--- config.mk ---
export PLATFORM = sky130hd
export DESIGN_NAME = usb_monitor_top
export DESIGN_NICKNAME = d
export VERILOG_FILES = /design/src/hw/monitor_pkg.sv /design/src/hw/usb_proto_pkg.sv /design/src/hw/usb_monitor_top.sv /design/src/hw/link_status.sv /design/src/hw/proxy_fsm.sv /design/src/hw/packet_decoder.sv
export VERILOG_INCLUDE_DIRS = /design/src /design/src/hw
export SDC_FILE = /design/constraint.sdc
export NUM_CORES = 1
export LEC_CHECK = 0
export BUFFER_PORTS_ARGS = -buffer_cell sky130_fd_sc_hd__buf_2
export CAP_MARGIN = 10
export CORE_MARGIN = 8
export CORE_UTILIZATION = 56
export DETAILED_ROUTE_END_ITERATION = 8
export GPL_ROUTABILITY_DRIVEN = 0
export PLACE_DENSITY = 0.85
export SLEW_MARGIN = 30
export SYNTH_ARGS = -nofsm -noshare
export SYNTH_HDL_FRONTEND = slang
export SYNTH_SLANG_ARGS = --single-unit
--- constraint.sdc ---
create_clock -name clk -period 6.4 [get_ports clk]
set_input_delay 1.28 -clock clk [delete_from_list [all_inputs] [get_ports clk]]
set_output_delay 1.28 -clock clk [all_outputs]
set_load 0.01 [all_outputs]
--- src/hw/usb_monitor_cfg.svh ---
// USB proxy monitor configuration
// Counter, timestamp and packet limits shared by the RTL and the testbench

`ifndef USB_MONITOR_CFG_SVH
`define USB_MONITOR_CFG_SVH

// Capture timestamp width
`define USB_TS_WIDTH 64

// Per-side packet counters
`define USB_CNT_WIDTH 32

// CRC error counter, saturating
`define USB_ERR_WIDTH 16

// Host byte counter in the decoder, saturates at all ones
`define USB_BCNT_WIDTH 3

// PID byte plus two token bytes
`define USB_TOKEN_LEN 3

`endif
--- src/hw/monitor_pkg.sv ---
// Monitor side definitions
// Proxy state, link speed, PHY event codes, log flag and status bit positions

package monitor_pkg;

    typedef enum logic [1:0] {
        IDLE           = 2'd0,
        HOST_TO_DEVICE = 2'd1,
        DEVICE_TO_HOST = 2'd2
    } proxy_state_e;

    typedef enum logic [1:0] {
        LOW  = 2'd0,
        FULL = 2'd1,
        HIGH = 2'd2
    } usb_speed_e;

    // Direction bit of a log record
    localparam logic DIR_HOST_TO_DEVICE = 1'b0;
    localparam logic DIR_DEVICE_TO_HOST = 1'b1;

    // PHY event codes
    localparam logic [7:0] EVT_FULL_SPEED = 8'h01;
    localparam logic [7:0] EVT_HIGH_SPEED = 8'h02;
    localparam logic [7:0] EVT_LOW_SPEED  = 8'h03;

    // buffer_flags layout
    localparam int FLAG_DIR     = 0;
    localparam int FLAG_PID_LSB = 1;

    // status_register layout
    localparam int STAT_CONNECTED = 0;
    localparam int STAT_ERROR     = 1;
    localparam int STAT_ENABLE    = 2;
    localparam int STAT_SPEED_LSB = 6;

endpackage

--- src/hw/usb_proto_pkg.sv ---
// USB protocol definitions
// PID codes and the two readings of the 16-bit token word

package usb_proto_pkg;

    typedef enum logic [3:0] {
        PID_OUT   = 4'b0001,
        PID_IN    = 4'b1001,
        PID_SETUP = 4'b1101,
        PID_SOF   = 4'b0101,
        PID_DATA0 = 4'b0011,
        PID_DATA1 = 4'b1011,
        PID_DATA2 = 4'b0111,
        PID_MDATA = 4'b1111,
        PID_ACK   = 4'b0010,
        PID_NAK   = 4'b1010,
        PID_STALL = 4'b1110,
        PID_NYET  = 4'b0110
    } usb_pid_e;

    // OUT, IN and SETUP tokens
    typedef struct packed {
        logic [4:0] crc5;
        logic [3:0] endp;
        logic [6:0] addr;
    } token_view_t;

    // Start of frame
    typedef struct packed {
        logic [4:0]  crc5;
        logic [10:0] frame;
    } sof_view_t;

    // Bytes 1 and 2 of a token packet, byte 1 in the low half
    typedef union packed {
        token_view_t token;
        sof_view_t   sof;
    } token_word_u;

endpackage

--- src/hw/usb_monitor_top.sv ---
// Transparent USB proxy monitor
// Forwards decoded packets between host and device, logs every forwarded
// byte, decodes host tokens and tracks link status

`timescale 1ns/1ps
`include "usb_monitor_cfg.svh"

module usb_monitor_top (
    input  logic                      clk,
    input  logic                      rst_n,

    input  logic [7:0]                host_rx_data,
    input  logic                      host_rx_valid,
    input  logic                      host_rx_sop,
    input  logic                      host_rx_eop,
    input  logic [3:0]                host_rx_pid,
    input  logic                      host_rx_crc_valid,
    output logic [7:0]                host_tx_data,
    output logic                      host_tx_valid,
    output logic                      host_tx_sop,
    output logic                      host_tx_eop,
    output logic [3:0]                host_tx_pid,

    input  logic [7:0]                device_rx_data,
    input  logic                      device_rx_valid,
    input  logic                      device_rx_sop,
    input  logic                      device_rx_eop,
    input  logic [3:0]                device_rx_pid,
    input  logic                      device_rx_crc_valid,
    output logic [7:0]                device_tx_data,
    output logic                      device_tx_valid,
    output logic                      device_tx_sop,
    output logic                      device_tx_eop,
    output logic [3:0]                device_tx_pid,

    output logic [7:0]                buffer_data,
    output logic                      buffer_valid,
    output logic [`USB_TS_WIDTH-1:0]  buffer_timestamp,
    output logic [7:0]                buffer_flags,
    input  logic                      buffer_ready,

    input  logic [`USB_TS_WIDTH-1:0]  timestamp,
    input  logic [1:0]                device_line_state,
    input  logic                      event_valid,
    input  logic [7:0]                event_type,
    input  logic                      proxy_enable,

    output logic [7:0]                status_register,
    output logic [`USB_ERR_WIDTH-1:0] error_count,
    output logic [`USB_CNT_WIDTH-1:0] host_packets,
    output logic [`USB_CNT_WIDTH-1:0] device_packets,
    output logic [10:0]               frame_number,
    output logic [6:0]                token_addr,
    output logic [3:0]                token_endp
);

    logic crc_error;    // Decoder to status, one pulse per bad packet

    packet_decoder u_decode (
        .clk, .rst_n,
        .host_rx_data, .host_rx_valid, .host_rx_sop, .host_rx_eop,
        .host_rx_pid, .host_rx_crc_valid,
        .device_rx_valid, .device_rx_eop, .device_rx_crc_valid,
        .crc_error, .frame_number, .token_addr, .token_endp
    );

    proxy_fsm u_execute (
        .clk, .rst_n,
        .host_rx_data, .host_rx_valid, .host_rx_sop, .host_rx_eop, .host_rx_pid,
        .host_tx_data, .host_tx_valid, .host_tx_sop, .host_tx_eop, .host_tx_pid,
        .device_rx_data, .device_rx_valid, .device_rx_sop, .device_rx_eop,
        .device_rx_pid,
        .device_tx_data, .device_tx_valid, .device_tx_sop, .device_tx_eop,
        .device_tx_pid,
        .proxy_enable, .timestamp,
        .buffer_data, .buffer_valid, .buffer_timestamp, .buffer_flags, .buffer_ready,
        .host_packets, .device_packets
    );

    link_status u_result (
        .clk, .rst_n,
        .crc_error, .device_line_state, .event_valid, .event_type, .proxy_enable,
        .status_register, .error_count
    );

endmodule

--- src/hw/link_status.sv ---
// Link status tracking
// Connection, device speed, CRC error count and the status register

`timescale 1ns/1ps
`include "usb_monitor_cfg.svh"

module link_status import monitor_pkg::*; (
    input  logic                      clk,
    input  logic                      rst_n,
    input  logic                      crc_error,
    input  logic [1:0]                device_line_state,
    input  logic                      event_valid,
    input  logic [7:0]                event_type,
    input  logic                      proxy_enable,
    output logic [7:0]                status_register,
    output logic [`USB_ERR_WIDTH-1:0] error_count
);

    logic       connected_q;
    logic       error_q;    // Sticky until reset
    logic       enable_q;
    usb_speed_e speed_q;

    always_ff @(posedge clk or negedge rst_n) begin
        if (!rst_n) begin
            connected_q <= 1'b0;
            enable_q    <= 1'b0;
        end else begin
            connected_q <= (device_line_state != 2'b00); // SE0 means detached
            enable_q    <= proxy_enable;
        end
    end

    always_ff @(posedge clk or negedge rst_n) begin
        if (!rst_n) begin
            speed_q <= LOW;
        end else if (event_valid) begin
            case (event_type)
                EVT_FULL_SPEED: speed_q <= FULL;
                EVT_HIGH_SPEED: speed_q <= HIGH;
                EVT_LOW_SPEED:  speed_q <= LOW;
                default: ;      // Unknown events keep the last speed
            endcase
        end
    end

    always_ff @(posedge clk or negedge rst_n) begin
        if (!rst_n) begin
            error_q     <= 1'b0;
            error_count <= '0;
        end else if (crc_error) begin
            error_q <= 1'b1;
            if (error_count != '1) begin
                error_count <= error_count + 1'b1; // Saturates
            end
        end
    end

    ////////////////////////////////////////
    // Status register
    ////////////////////////////////////////

    always_comb begin
        status_register = '0;
        status_register[STAT_CONNECTED]     = connected_q;
        status_register[STAT_ERROR]         = error_q;
        status_register[STAT_ENABLE]        = enable_q;
        status_register[STAT_SPEED_LSB +: 2] = speed_q;
    end

    a_err_monotonic: assert property (@(posedge clk) disable iff (!rst_n)
        error_count >= $past(error_count));

endmodule

--- src/hw/proxy_fsm.sv ---
// Proxy forwarding FSM
// Forwards one packet at a time between host and device with no added latency,
// counts packets per side and emits one capture record per forwarded byte

`timescale 1ns/1ps
`include "usb_monitor_cfg.svh"

module proxy_fsm import monitor_pkg::*; (
    input  logic                      clk,
    input  logic                      rst_n,

    input  logic [7:0]                host_rx_data,
    input  logic                      host_rx_valid,
    input  logic                      host_rx_sop,
    input  logic                      host_rx_eop,
    input  logic [3:0]                host_rx_pid,
    output logic [7:0]                host_tx_data,
    output logic                      host_tx_valid,
    output logic                      host_tx_sop,
    output logic                      host_tx_eop,
    output logic [3:0]                host_tx_pid,

    input  logic [7:0]                device_rx_data,
    input  logic                      device_rx_valid,
    input  logic                      device_rx_sop,
    input  logic                      device_rx_eop,
    input  logic [3:0]                device_rx_pid,
    output logic [7:0]                device_tx_data,
    output logic                      device_tx_valid,
    output logic                      device_tx_sop,
    output logic                      device_tx_eop,
    output logic [3:0]                device_tx_pid,

    input  logic                      proxy_enable,
    input  logic [`USB_TS_WIDTH-1:0]  timestamp,

    output logic [7:0]                buffer_data,
    output logic                      buffer_valid,
    output logic [`USB_TS_WIDTH-1:0]  buffer_timestamp,
    output logic [7:0]                buffer_flags,
    input  logic                      buffer_ready,

    output logic [`USB_CNT_WIDTH-1:0] host_packets,
    output logic [`USB_CNT_WIDTH-1:0] device_packets
);

    proxy_state_e              state;
    logic [3:0]                pkt_pid_q;
    logic [`USB_TS_WIDTH-1:0]  pkt_ts_q;
    logic                      host_start;
    logic                      dev_start;
    logic                      fwd_h2d;
    logic                      fwd_d2h;
    logic                      log_fire;
    logic [3:0]                log_pid;
    logic [`USB_TS_WIDTH-1:0]  log_ts;
    logic [7:0]                log_flags;

    // Host wins a tie in idle
    assign host_start = (state == IDLE) && proxy_enable && host_rx_valid && host_rx_sop;
    assign dev_start  = (state == IDLE) && proxy_enable && device_rx_valid && device_rx_sop &&
                        !host_start;

    assign fwd_h2d = (state == HOST_TO_DEVICE) || host_start;
    assign fwd_d2h = (state == DEVICE_TO_HOST) || dev_start;

    ////////////////////////////////////////
    // Forwarding paths
    ////////////////////////////////////////

    assign device_tx_data  = fwd_h2d ? host_rx_data : 8'h00;
    assign device_tx_valid = fwd_h2d && host_rx_valid;
    assign device_tx_sop   = fwd_h2d && host_rx_valid && host_rx_sop;
    assign device_tx_eop   = fwd_h2d && host_rx_valid && host_rx_eop;
    assign device_tx_pid   = fwd_h2d ? host_rx_pid : 4'h0;

    assign host_tx_data    = fwd_d2h ? device_rx_data : 8'h00;
    assign host_tx_valid   = fwd_d2h && device_rx_valid;
    assign host_tx_sop     = fwd_d2h && device_rx_valid && device_rx_sop;
    assign host_tx_eop     = fwd_d2h && device_rx_valid && device_rx_eop;
    assign host_tx_pid     = fwd_d2h ? device_rx_pid : 4'h0;

    always_ff @(posedge clk or negedge rst_n) begin
        if (!rst_n) begin
            state <= IDLE;
        end else begin
            case (state)
                IDLE: begin
                    // Single byte packets stay in idle
                    if (host_start && !host_rx_eop) begin
                        state <= HOST_TO_DEVICE;
                    end else if (dev_start && !device_rx_eop) begin
                        state <= DEVICE_TO_HOST;
                    end
                end
                HOST_TO_DEVICE: begin
                    if (host_rx_valid && host_rx_eop) begin
                        state <= IDLE;
                    end
                end
                DEVICE_TO_HOST: begin
                    if (device_rx_valid && device_rx_eop) begin
                        state <= IDLE;
                    end
                end
                default: state <= IDLE;
            endcase
        end
    end

    // Packet context latched at the sop byte
    always_ff @(posedge clk) begin
        if (host_start) begin
            pkt_pid_q <= host_rx_pid;
            pkt_ts_q  <= timestamp;
        end else if (dev_start) begin
            pkt_pid_q <= device_rx_pid;
            pkt_ts_q  <= timestamp;
        end
    end

    always_ff @(posedge clk or negedge rst_n) begin
        if (!rst_n) begin
            host_packets   <= '0;
            device_packets <= '0;
        end else if (host_start) begin
            host_packets <= host_packets + 1'b1;
        end else if (dev_start) begin
            device_packets <= device_packets + 1'b1;
        end
    end

    ////////////////////////////////////////
    // Capture log
    ////////////////////////////////////////

    // Dropped when the buffer is not ready and never stalls forwarding
    assign log_fire = ((fwd_h2d && host_rx_valid) || (fwd_d2h && device_rx_valid)) &&
                      buffer_ready;

    // The sop byte has no latched context yet
    assign log_pid = host_start ? host_rx_pid :
                     dev_start  ? device_rx_pid : pkt_pid_q;
    assign log_ts  = (state == IDLE) ? timestamp : pkt_ts_q;

    always_comb begin
        log_flags = '0;
        log_flags[FLAG_DIR] = fwd_h2d ? DIR_HOST_TO_DEVICE : DIR_DEVICE_TO_HOST;
        log_flags[FLAG_PID_LSB +: 4] = log_pid;
    end

    always_ff @(posedge clk or negedge rst_n) begin
        if (!rst_n) begin
            buffer_valid     <= 1'b0;
            buffer_data      <= '0;
            buffer_flags     <= '0;
            buffer_timestamp <= '0;
        end else begin
            buffer_valid <= log_fire;
            if (log_fire) begin
                buffer_data      <= fwd_h2d ? host_rx_data : device_rx_data;
                buffer_flags     <= log_flags;
                buffer_timestamp <= log_ts;
            end
        end
    end

    // Only one direction is ever on the wire
    a_one_direction: assert property (@(posedge clk) disable iff (!rst_n)
        !(host_tx_valid && device_tx_valid));

    // Back to back records inside one packet keep its flags and timestamp
    a_log_context_held: assert property (@(posedge clk) disable iff (!rst_n)
        (buffer_valid && $past(buffer_valid) && ($past(state) != IDLE)) |->
        ((buffer_flags == $past(buffer_flags)) &&
         (buffer_timestamp == $past(buffer_timestamp))));

endmodule

--- src/hw/packet_decoder.sv ---
// Host token decoder and CRC checker
// Picks the frame number out of SOF packets and address/endpoint out of
// OUT, IN and SETUP tokens, and flags bad CRC on either side

`timescale 1ns/1ps
`include "usb_monitor_cfg.svh"

module packet_decoder import usb_proto_pkg::*; (
    input  logic        clk,
    input  logic        rst_n,

    input  logic [7:0]  host_rx_data,
    input  logic        host_rx_valid,
    input  logic        host_rx_sop,
    input  logic        host_rx_eop,
    input  logic [3:0]  host_rx_pid,
    input  logic        host_rx_crc_valid,

    input  logic        device_rx_valid,
    input  logic        device_rx_eop,
    input  logic        device_rx_crc_valid,

    output logic        crc_error,
    output logic [10:0] frame_number,
    output logic [6:0]  token_addr,
    output logic [3:0]  token_endp
);

    logic [`USB_BCNT_WIDTH-1:0] bcnt_q;   // Host bytes seen so far
    logic [`USB_BCNT_WIDTH-1:0] byte_idx; // Position of the current byte
    logic [7:0]                 byte1_q;
    token_word_u                tok;
    logic                       token_done;

    assign byte_idx = host_rx_sop ? '0 : bcnt_q;

    // Byte 2 is still on the bus in the eop cycle
    assign tok = {host_rx_data, byte1_q};

    assign token_done = host_rx_valid && host_rx_eop && host_rx_crc_valid &&
                        (byte_idx == `USB_TOKEN_LEN - 1);

    always_ff @(posedge clk or negedge rst_n) begin
        if (!rst_n) begin
            bcnt_q <= '0;
        end else if (host_rx_valid) begin
            if (byte_idx != '1) begin
                bcnt_q <= byte_idx + 1'b1;
            end else begin
                bcnt_q <= byte_idx; // Long packet, stop counting
            end
        end
    end

    always_ff @(posedge clk) begin
        if (host_rx_valid && byte_idx == 1) begin
            byte1_q <= host_rx_data;
        end
    end

    ////////////////////////////////////////
    // Field update at end of packet
    ////////////////////////////////////////

    always_ff @(posedge clk or negedge rst_n) begin
        if (!rst_n) begin
            frame_number <= '0;
            token_addr   <= '0;
            token_endp   <= '0;
        end else if (token_done) begin
            case (usb_pid_e'(host_rx_pid))
                PID_SOF: begin
                    frame_number <= tok.sof.frame;
                end
                PID_OUT, PID_IN, PID_SETUP: begin
                    token_addr <= tok.token.addr;
                    token_endp <= tok.token.endp;
                end
                default: ;  // Handshake and data packets carry no token
            endcase
        end
    end

    always_ff @(posedge clk or negedge rst_n) begin
        if (!rst_n) begin
            crc_error <= 1'b0;
        end else begin
            crc_error <= (host_rx_valid && host_rx_eop && !host_rx_crc_valid) ||
                         (device_rx_valid && device_rx_eop && !device_rx_crc_valid);
        end
    end

endmodule

Yosys cells after proc, flatten, opt, wreduce, memory -nomap -nowiden --
Index checks and enable logic that the tools add are counted.
Storage, ports and cells: register bits after elaboration 267, bits in latches 0, memory bits (writable) 0, ROM bits 0, input port bits 111, output and inout bits 221, memories 0
Operators by class: $add $sub $neg 4, multipliers 0, divide/modulo/power cells 0, magnitude comparators 0, eq/ne operators 16, shifts and indexed selects 0, mux-type cells 19, bitwise logic cells 1, reductions and logical operators 42
Operators by type and width (count):
- $mux W64 | 3
- $add A32 B1 Y32 const B | 2
- $mux W8 | 3
- $logic_and A1 B1 Y1 | 22
- $add A16 B1 Y16 const B | 1
- $eq A8 B2 Y1 const B | 2
- $mux W4 | 4
- $ne A16 B16 Y1 const B | 1
- $pmux W2 S3 | 2
- $reduce_and A2 Y1 | 5
- $eq A4 B4 Y1 const B | 2
- $eq A8 B1 Y1 const B | 1
- $mux W2 | 4
- $mux W3 | 2
- $ne A3 B3 Y1 const B | 2
- $logic_not A1 Y1 | 5
- $eq A4 B1 Y1 const B | 1
- $eq A4 B3 Y1 const B | 1
- $logic_or A1 B1 Y1 | 4
- $ne A2 B2 Y1 const B | 2
- $reduce_bool A2 Y1 | 2
- $add A3 B1 Y3 const B | 1
- $eq A3 B1 Y1 const B | 1
- $eq A3 B2 Y1 const B | 1
- 8 further kinds | 8

Depth between registers and ports, before layout --
Gate-level depths: netlist of run 1.
depth after elaboration 10, depth in mapped cells 9

Cells and area by module --
Synthesis of run 1 repeated with hierarchy kept, for this count alone.
Second synthesis, totals: cells, all modules 904, area total of the unflattened synthesis 11225.8 sq um
By module, submodules not included:
- proxy_fsm | instances 1, cells an instance 724, area each 8816.0 sq um, sequential area each 5605.4 sq um
- packet_decoder | instances 1, cells an instance 84, area each 1372.6 sq um, sequential area each 890.9 sq um
- link_status | instances 1, cells an instance 96, area each 1037.2 sq um, sequential area each 525.5 sq um

Worst setup path after synthesis of run 1 --
No wires, ideal clock.
kind input-to-output, start input proxy_enable, end output host_tx_data[0], arrival 2.749 ns, path slack 2.371 ns, cell stages on the path 7, path through or3b_1 > buf_2 > or3_4 > buf_6 > nand2_1 > buf_2 > and2_1
On the way: cells in the longest elaborated chain, start to end 7
RTL lines:
- start: declaration | line usb_monitor_top.sv:46 | input logic proxy_enable,
- $logic_and A1 B1 Y1 * | line proxy_fsm.sv:60, proxy_fsm.sv:61
- $logic_and A1 B1 Y1 (2 in a row) | line proxy_fsm.sv:60 | assign host_start = (state == IDLE) && proxy_enable && host_rx_valid && host_rx_sop;
- $logic_not A1 Y1 | line proxy_fsm.sv:62 | !host_start;
- $logic_and A1 B1 Y1 * | line proxy_fsm.sv:61 | assign dev_start = (state == IDLE) && proxy_enable && device_rx_valid && device_rx_sop &&
- $logic_or A1 B1 Y1 * | line proxy_fsm.sv:65 | assign fwd_d2h = (state == DEVICE_TO_HOST) || dev_start;
- $mux W8 * | line proxy_fsm.sv:77 | assign host_tx_data = fwd_d2h ? device_rx_data : 8'h00;
- end: declaration | line usb_monitor_top.sv:18 | output logic [7:0] host_tx_data,
Every way passes the cells marked *; elsewhere a longest branch is shown, timed or not.

Final worst setup path of run 1 --
start input proxy_enable, end output host_tx_eop
On the way: cells in the longest elaborated chain, start to end 8
RTL lines:
- $logic_and A1 B1 Y1 * | line proxy_fsm.sv:60, proxy_fsm.sv:61
- $logic_and A1 B1 Y1 (2 in a row) | line proxy_fsm.sv:60
- $logic_not A1 Y1 | line proxy_fsm.sv:62
- $logic_and A1 B1 Y1 * | line proxy_fsm.sv:61
- $logic_or A1 B1 Y1 * | line proxy_fsm.sv:65
- $logic_and A1 B1 Y1 * (2 in a row) | line proxy_fsm.sv:80 | assign host_tx_eop = fwd_d2h && device_rx_valid && device_rx_eop;
- end: declaration | line usb_monitor_top.sv:21 | output logic host_tx_eop,
Marks and branches as above.

==> impl_metrics.json, run 1 <==
{
  "tns_ns": 0,
  "vias": 8125,
  "netlist_area_mm2": 0.0116,
  "drc_errors": 0,
  "ant_nets": 0,
  "synth_area_leader_cell": "dfrtp_1",
  "powerDensity_mw_per_mm2": 337,
  "crit_path_end_kind": "output pin",
  "multiInputGateArea_mm2": 0.00436,
  "rows": 52,
  "fin_nets": 1289,
  "cts_resized": 0,
  "slew_violations": 0,
  "synth_commonest_cells": "191 x dfrtp_1, 111 x mux2_2, 72 x edfxtp_1, 58 x mux2_1, 44 x nand2_1",
  "ys_types": 53,
  "drive_gt1_share_pct": 43.2,
  "period_share_pct": 73.0,
  "clock-root-buffer": "clkbuf_16",
  "grt_max_degree": 98,
  "synth_top_area_share_pct": 41.0,
  "post-route-min-period_ns": 4.67,
  "seq_area_frac_synth_pct": 60.3,
  "cp.required_ns": 5.12,
  "grt_pass1_vias": 8863,
  "peakVddDrop_mv": 0.338,
  "vias_per_cell": 5.54,
  "maxCapViolCount": 0,
  "wl_per_cell_um": 20.9,
  "grt.overflow.total": 0,
  "cts.htree.levels": 1,
  "rrSetupSlack_ns": 3.18,
  "cts_buffers": 28,
  "io_pins": 332,
  "antenna_found_initial": 3,
  "synth-main-ff-cell": "dfrtp_1",
  "synth-edff-count": 72,
  "port_buffers": 325,
  "final_hold_viol_count": 0,
  "nFillCells": 1398,
  "grt_pass1_wl_um": 49000,
  "yosysWarnings": 0,
  "synth_most_common_cell": "dfrtp_1",
  "async_reset_ff_share_pct": 71.5,
  "dpl.hpwl_um": 22300,
  "cp-start-kind": "primary input",
  "syn_to_final_growth_pct": 23.8,
  "die_x_um": 160,
  "cts_tree": "built",
  "cts_hold_buf": 0,
  "min_path_type": "reg -> reg",
  "tightest_slew_ns": 0.900,
  "dr.pass1.iters": 5,
  "insertion_delay_ns": 0.53,
  "core_area_mm2": 0.0203,
  "drtIter0Drc": 429,
  "clock-sinks": 267,
  "crit_arrival_ns": 3.39,
  "die_area_mm2": 0.0257,
  "rsz0062_at_grt": "false",
  "status": "finished clean",
  "initial_core_util_pct": 57.4,
  "finalWirelength_um": 30600,
  "fmax_mhz": 214,
  "post_cts_buffers": 0,
  "power_uw": 4860,
  "path_class": "in -> out",
  "die_h_um": 160,
  "fin_skew_ns": 0.0112,
  "ff_latch_area_mm2": 0.00702,
  "grt_util_all_layers_pct": 23.6,
  "clkTransAtPathRegs_ns": 0.06,
  "netlist_instances": 845,
  "crit_path_max_fanout": 20,
  "finalSetupViolations": 0,
  "post_synth.cell_area_avg_um2": 13.8,
  "slew_headroom_pct": 40.0,
  "clockBufferDepth": 3,
  "ys_seq_elements": 267,
  "synth_area_leaders": "dfrtp_1 41%, edfxtp_1 19%, mux2_2 11%",
  "power_leakage_uw": 0.00686
}
logic make-up after synthesis:
group	share of synthesized area, %
flops	60.3
simple gates	12.3
mux	16.7
xor+xnor	5.56
buf+inv	2.63
compound gates	1.84
fa+ha+maj	0.645
other cells	0.0322
routing by layer:
| layer | track usage, % | share of wire (%) | up-vias |
|---|---|---|---|
| met5 | 0 | 0.026 | - |
| met1 | 28.3 | 39 | 4056 |
| li1 | - | - | 3695 |
| met4 | 8.54 | 3.5 | 2 |
| met3 | 5.17 | 6.2 | 67 |
| met2 | 41.0 | 51 | 305 |
sequential cells by signal, indices dropped and copies added, names as in the netlist, 2 cells and up:
name / count
u_execute.pkt_pid_q: 4
u_result.speed_q: 2
u_execute.host_packets: 32
u_execute.buffer_data: 8
u_execute.pkt_ts_q: 64
u_decode.token_addr: 7
u_execute.buffer_flags: 5
u_execute.device_packets: 32
u_decode.frame_number: 11
u_execute.buffer_timestamp: 64
u_decode.bcnt_q: 3
u_decode.byte1_q: 8
u_execute.state: 2
u_result.error_count: 16
u_decode.token_endp: 4
critical path: stages:
cell,delay [ns]
buf_2,0.13
or3b_1,0.48
or3_4,0.57
nand2_1,0.54
and3_1,0.25
buf_2,0.13
path summary, 6_finish.rpt:
kind,from,endpoint,cells past startpoint
max,proxy_enable,host_tx_eop,6
max in group asynchronous,rst_n,u_execute.host_packets[31],2
min,u_result.error_q,u_result.error_q,1
min reg2reg,u_result.error_q,u_result.error_q,1
min in group asynchronous,rst_n,u_execute.buffer_data[1],1
max reg2reg,u_execute.state[1],u_execute.buffer_timestamp[30],6
through the flow:
stage / utilization (%) / hold WS, ns / instance area [um^2] / cells / worst slack (ns)
5_1_grt: 71.0 / 0.480 / 14400 / 1466 / 1.62
2_1_floorplan: - / 0.430 / 11700 / 850 / 2.37
4_1_cts: 71.0 / 0.465 / 14400 / 1464 / 1.73
3_3_place_gp: 66.5 / 0.442 / 13500 / 1412 / 1.79
3_5_place_dp: 66.5 / 0.450 / 13500 / 1412 / 1.74
6_report: 71.0 / 0.457 / 14400 / 1466 / 1.73
final cells by class:
| cell class | count | share of cell area (%) |
|---|---|---|
| clock inverter | 13 | 0.677 |
| timing repair buffer | 332 | 11.8 |
| inverter | 22 | 0.581 |
| multi-input combinational | 521 | 30.2 |
| antenna | 2 | 0.0347 |
| clock buffer | 39 | 5.64 |
| tap | 270 | 2.34 |
| sequential | 267 | 48.7 |
cells in the final DEF, fill, tap and decap left out, types with 29 or more instances in the layout:
cell / n
xnor2_1: 34
mux2_1: 58
edfxtp_1: 72
clkbuf_16: 29
xor2_1: 38
and2_1: 38
buf_2: 324
mux2_2: 111
dfrtp_1: 191
nand2_1: 44
power breakdown:
part / internal (uW) / switching, uW / leakage [uW]
logic: 471 / 550 / 0.00328
registers: 2060 / 203 / 0.00313
clock network: 926 / 655 / 0.000451
No activity file was read; power rests on OpenSTA's default activity.
==> inputs of run 2 (changes only) <==
Settings changed: CORE_UTILIZATION 56 to 52, PLACE_DENSITY 0.85 to 0.8.
Clock period 6.4 ns to 4.6 ns, I/O delays scaled along.
==> run 2 against run 1 <==
  * Core utilization is 4.6 points lower
  * Final cell count is 1.1% higher
  * Global-route usage is 2.2 points lower
  * Combinational power is 40% higher
  * Final area is 0.84% higher
  * Sequential power is 38% higher
  * Critical endpoint is now host_tx_data[0]
  * Largest cell class unchanged
==> impl_metrics.json, run 2 (same netlist as run 1, synthesis figures left out) <==
{
  "die_x_um": 166,
  "finalNonFillerCells": 1482,
  "slew_headroom_pct": 38.4,
  "clock-sinks": 267,
  "ff_latch_area_mm2": 0.00702,
  "ant_nets": 0,
  "power_leakage_uw": 0.00692,
  "io_pins": 332,
  "path_buf_inv": 2,
  "dp_cells": 1426,
  "crit_path_top_delay_cell": "nand2_1",
  "multiInputGateArea_mm2": 0.00435,
  "port_buffers": 325,
  "intPower_uw": 4930,
  "grt.overflow.total": 0,
  "drive_gt1_share_pct": 43.2,
  "nFillCells": 1632,
  "dpl.hpwl_um": 21800,
  "cts_tree": "built",
  "syn_to_final_growth_pct": 24.9,
  "critical-path-top-delay-family": "simple AND/OR/NAND/NOR gates",
  "vias_per_cell": 5.43,
  "crit_chain": "buf_2, or3b_1, or3_4, nand2_1, and2_1, buf_2",
  "largest_registers": "u_execute.buffer_timestamp: 64 flops, u_execute.pkt_ts_q: 64 flops",
  "die_area_mm2": 0.0274,
  "period_share_pct": 87.8,
  "grt_pass1_vias": 8493,
  "clkTransAtPathRegs_ns": 0.06,
  "final_cell_mix": "324 x buf_2, 191 x dfrtp_1, 111 x mux2_2",
  "fmax_mhz": 248,
  "final_hold_viol_count": 0,
  "tightest_slew_ns": 0.924,
  "grt_max_degree": 113,
  "switching_share_pct": 28.2,
  "die_h_um": 166,
  "initial_core_util_pct": 53.2,
  "post-route-min-period_ns": 4.04,
  "peakVddDrop_mv": 0.459,
  "cts_hold_buf": 0,
  "p_clk_share_pct": 33.7,
  "vias": 8052,
  "cts.htree.levels": 1,
  "core_area_mm2": 0.0219,
  "grt_pass1_wl_um": 47900,
  "cts_buffers": 29,
  "min_path_type": "in -> async",
  "finalWirelength_um": 30200,
  "rsz0062_at_grt": "false",
  "drtIter0Drc": 531,
  "crit_path_max_fanout": 20,
  "fin_nets": 1295,
  "sequentialPowerShare_pct": 45.5,
  "grt_util_all_layers_pct": 21.3,
  "wl_per_cell_um": 20.4,
  "tns_ns": 0,
  "dr.pass1.iters": 4,
  "crit_path_end_kind": "output pin",
  "clockBufferDepth": 3,
  "cts_resized": 0,
  "status": "finished clean",
  "maxCapViolCount": 0,
  "cp.required_ns": 3.68,
  "p_comb_share_pct": 20.8,
  "drc_errors": 0,
  "crit_arrival_ns": 3.12,
  "timing.critical_path.mode_cell": "buf_2",
  "path_class": "in -> out",
  "fin_skew_ns": 0.0177,
  "slew_violations": 0,
  "power.switching_uw": 1930,
  "antenna_found_initial": 2,
  "cp-start-kind": "primary input",
  "rows": 54,
  "insertion_delay_ns": 0.53,
  "post_cts_buffers": 0,
  "clock-root-buffer": "clkbuf_16",
  "final_common_cell": "buf_2",
  "finalSetupViolations": 0,
  "cp_slowest_stage_delay_ns": 0.60,
  "powerDensity_mw_per_mm2": 472
}
-- run 2: cell type report --
type / instances / share of cell area (%)
sequential: 267 / 48.3
timing repair buffer: 337 / 12.2
tap: 280 / 2.41
clock inverter: 14 / 1.18
clock buffer: 39 / 5.39
antenna: 2 / 0.0344
inverter: 22 / 0.577
multi-input combinational: 521 / 29.9
-- run 2: final timing paths --
check                                      startpoint                        endpoint  slack, ns  cells after the start
setup / recovery                         proxy_enable                 host_tx_data[0]       0.56                      6
setup reg to reg                   u_execute.state[1]        u_execute.buffer_data[3]       1.86                      5
hold / removal                                  rst_n  u_execute.buffer_timestamp[47]       0.25                      1
max in group asynchronous                       rst_n    u_execute.device_packets[15]       3.29                      3
min in group clk           u_execute.host_packets[31]      u_execute.host_packets[31]       0.46                      1
hold reg to reg            u_execute.host_packets[31]      u_execute.host_packets[31]       0.46                      1
-- run 2: metrics by stage --
stage               util, %  setup WS, ns  area [um^2]  total power, uW  hold WS [ns]
floorplan                 -          1.29        11700             3870         0.430
global placement       61.9         0.701        13600             4560         0.444
detailed placement     61.9         0.650        13600             4610         0.455
CTS                    66.3         0.628        14500             6940         0.469
global route           66.4         0.440        14500             7200         0.237
finish                 66.4         0.560        14500             6870         0.250
-- run 2: power by group through the flow --
stage,combinational [uW],clock [uW],sequential (uW)
3_3_place_gp,1420,0,3140
4_1_cts,1460,2360,3120
2_1_floorplan,573,0,3300
3_5_place_dp,1450,0,3160
5_1_grt,1560,2460,3180
6_report,1430,2320,3120
-- run 2: layer usage --
metal  wire (um)  GRT usage [%]
met3        1960           5.87
met4         889           7.25
met1       12000           25.5
met2       15300           36.5
met5           0              0
==> inputs of run 3 (changes only) <==
Settings changed: CORE_UTILIZATION 52 to 47, PLACE_DENSITY 0.8 to 0.76.
Clock period 4.6 ns to 3.4 ns, I/O delays scaled along.
==> run 3 against run 2 <==
  * Die area grew 9.6%
  * Register-to-register slack lost 0.98 ns
  * Clock skew shrank 0.0090 ns
  * First-iteration DRC count grew 7.9%
  * Via count grew 0.12%
  * Core utilization shrank 5.4 points
  * Combinational power grew 36%
  * Final area grew 2.0%
  * Worst setup slack lost 0.44 ns
  * Sequential power grew 36%
  * Largest cell class unchanged
==> impl_metrics.json, run 3 (same netlist as run 1, synthesis figures left out) <==
{
  "fin_nets": 1301,
  "cp-startpoint": "u_execute.state[1]",
  "drc_errors": 0,
  "die_area_mm2": 0.0301,
  "crit_chain": "or3b_1, or3_4, nand2_1, buf_4, and3_1, buf_2",
  "antenna_found_initial": 3,
  "cts_buffers": 30,
  "vias": 8062,
  "final_cell_mix": "324 x buf_2, 191 x dfrtp_1, 111 x mux2_2",
  "finalWirelength_um": 30300,
  "power_uw": 9700,
  "cts.htree.levels": 1,
  "io_pins": 332,
  "clock-sinks": 267,
  "cts_tree": "built",
  "cts_hold_buf": 0,
  "crit_arrival_ns": 2.60,
  "wl_per_cell_um": 19.8,
  "finalSetupViolations": 0,
  "cts_resized": 0,
  "largest_registers": "u_execute.buffer_timestamp: 64 flops, u_execute.pkt_ts_q: 64 flops",
  "clkTransAtPathRegs_ns": 0.06,
  "placed_area_mm2": 0.0137,
  "status": "finished clean",
  "crit_path_end_kind": "output pin",
  "crit_path_top_delay_cell": "or3b_1",
  "dp_slack_ns": 0.389,
  "rows": 57,
  "powerDensity_mw_per_mm2": 654,
  "initial_core_util_pct": 47.9,
  "drive_gt1_share_pct": 43.8,
  "die_x_um": 173,
  "maxCapViolCount": 0,
  "worst_slack_ns": 0.124,
  "tightest_slew_ns": 0.835,
  "grt_pass1_wl_um": 48400,
  "slew_headroom_pct": 43.8,
  "rsz0062_at_grt": "false",
  "period_share_pct": 96.4,
  "cp-start-kind": "flop",
  "clockBufferDepth": 3,
  "tns_ns": 0,
  "final_common_cell": "buf_2",
  "min_path_type": "in -> async",
  "core_area_mm2": 0.0243,
  "utilization_pct": 61.0,
  "die_h_um": 173,
  "vias_per_cell": 5.26,
  "power_leakage_uw": 0.00702,
  "post-route-min-period_ns": 3.28,
  "clock-root-buffer": "clkbuf_16",
  "peakVddDrop_mv": 0.457,
  "insertion_delay_ns": 0.53,
  "grt.overflow.total": 0,
  "post_cts_buffers": 0,
  "final_hold_viol_count": 0,
  "crit_path_max_fanout": 16,
  "grt_max_degree": 72,
  "cp.required_ns": 2.72,
  "cp_slowest_stage_delay_ns": 0.53,
  "worstReg2RegStart": "u_execute.state[1]",
  "fmax_mhz": 305,
  "grt_util_all_layers_pct": 19.7,
  "fin_skew_ns": 0.00876,
  "ant_nets": 0,
  "drtIter0Drc": 573,
  "grt_pass1_vias": 8532,
  "path_class": "reg -> out",
  "syn_to_final_growth_pct": 27.4,
  "slew_violations": 0,
  "dpl.hpwl_um": 22300,
  "port_buffers": 325,
  "dr.pass1.iters": 5,
  "stdcell_area_mm2": 0.0148
}
run 3: worst paths after layout:
path,end,slack (ns),cells past startpoint
setup / recovery,host_tx_sop,0.12,6
hold / removal,u_execute.host_packets[31],0.17,1
setup reg to reg,u_execute.buffer_timestamp[56],0.88,6
hold reg to reg,u_execute.device_packets[31],0.46,1
max in group asynchronous,u_execute.buffer_timestamp[52],2.44,2
min in group clk,u_execute.pkt_ts_q[7],0.33,1
run 3: cell type report:
| cell class | instances | area, um^2 |
|---|---|---|
| Tap cell | 324 | 405 |
| Inverter | 22 | 83.8 |
| Antenna cell | 1 | 2.50 |
| Multi-Input combinational cell | 521 | 4350 |
| Clock inverter | 16 | 262 |
| Clock buffer | 40 | 840 |
| Timing Repair Buffer | 342 | 1860 |
| Fill cell | 1911 | 9490 |
| Sequential cell | 267 | 7020 |
run 3: worst max-delay path, delay by kind of cell, from the launching register on:
kind,cells,cell delay (ns)
flip-flops,1,0.50
buffers and inverters,2,0.36
AND/OR/NAND/NOR,4,1.20
run 3: stage by stage:
stage,hold WS (ns),cells
after detailed placement,0.457,1476
after floorplan,0.384,850
final,0.172,1533
after global routing,0.198,1533
after CTS,0.178,1532
after global placement,0.446,1476
run 3: power by group:
| group | internal, uW | switching [uW] |
|---|---|---|
| Sequential | 3870 | 363 |
| Combinational | 911 | 1040 |
| Clock | 2260 | 1260 |
| Total | 7040 | 2660 |
run 3: layer usage:
metal  global-route usage (%)  routed length (um)  vias to the layer above
met5                        0                  23                        -
met4                     6.58                 911                        4
met3                     5.58                2090                       55
met2                     32.9               14800                      266
met1                     24.4               12500                     4014
li1                         -                   -                     3723
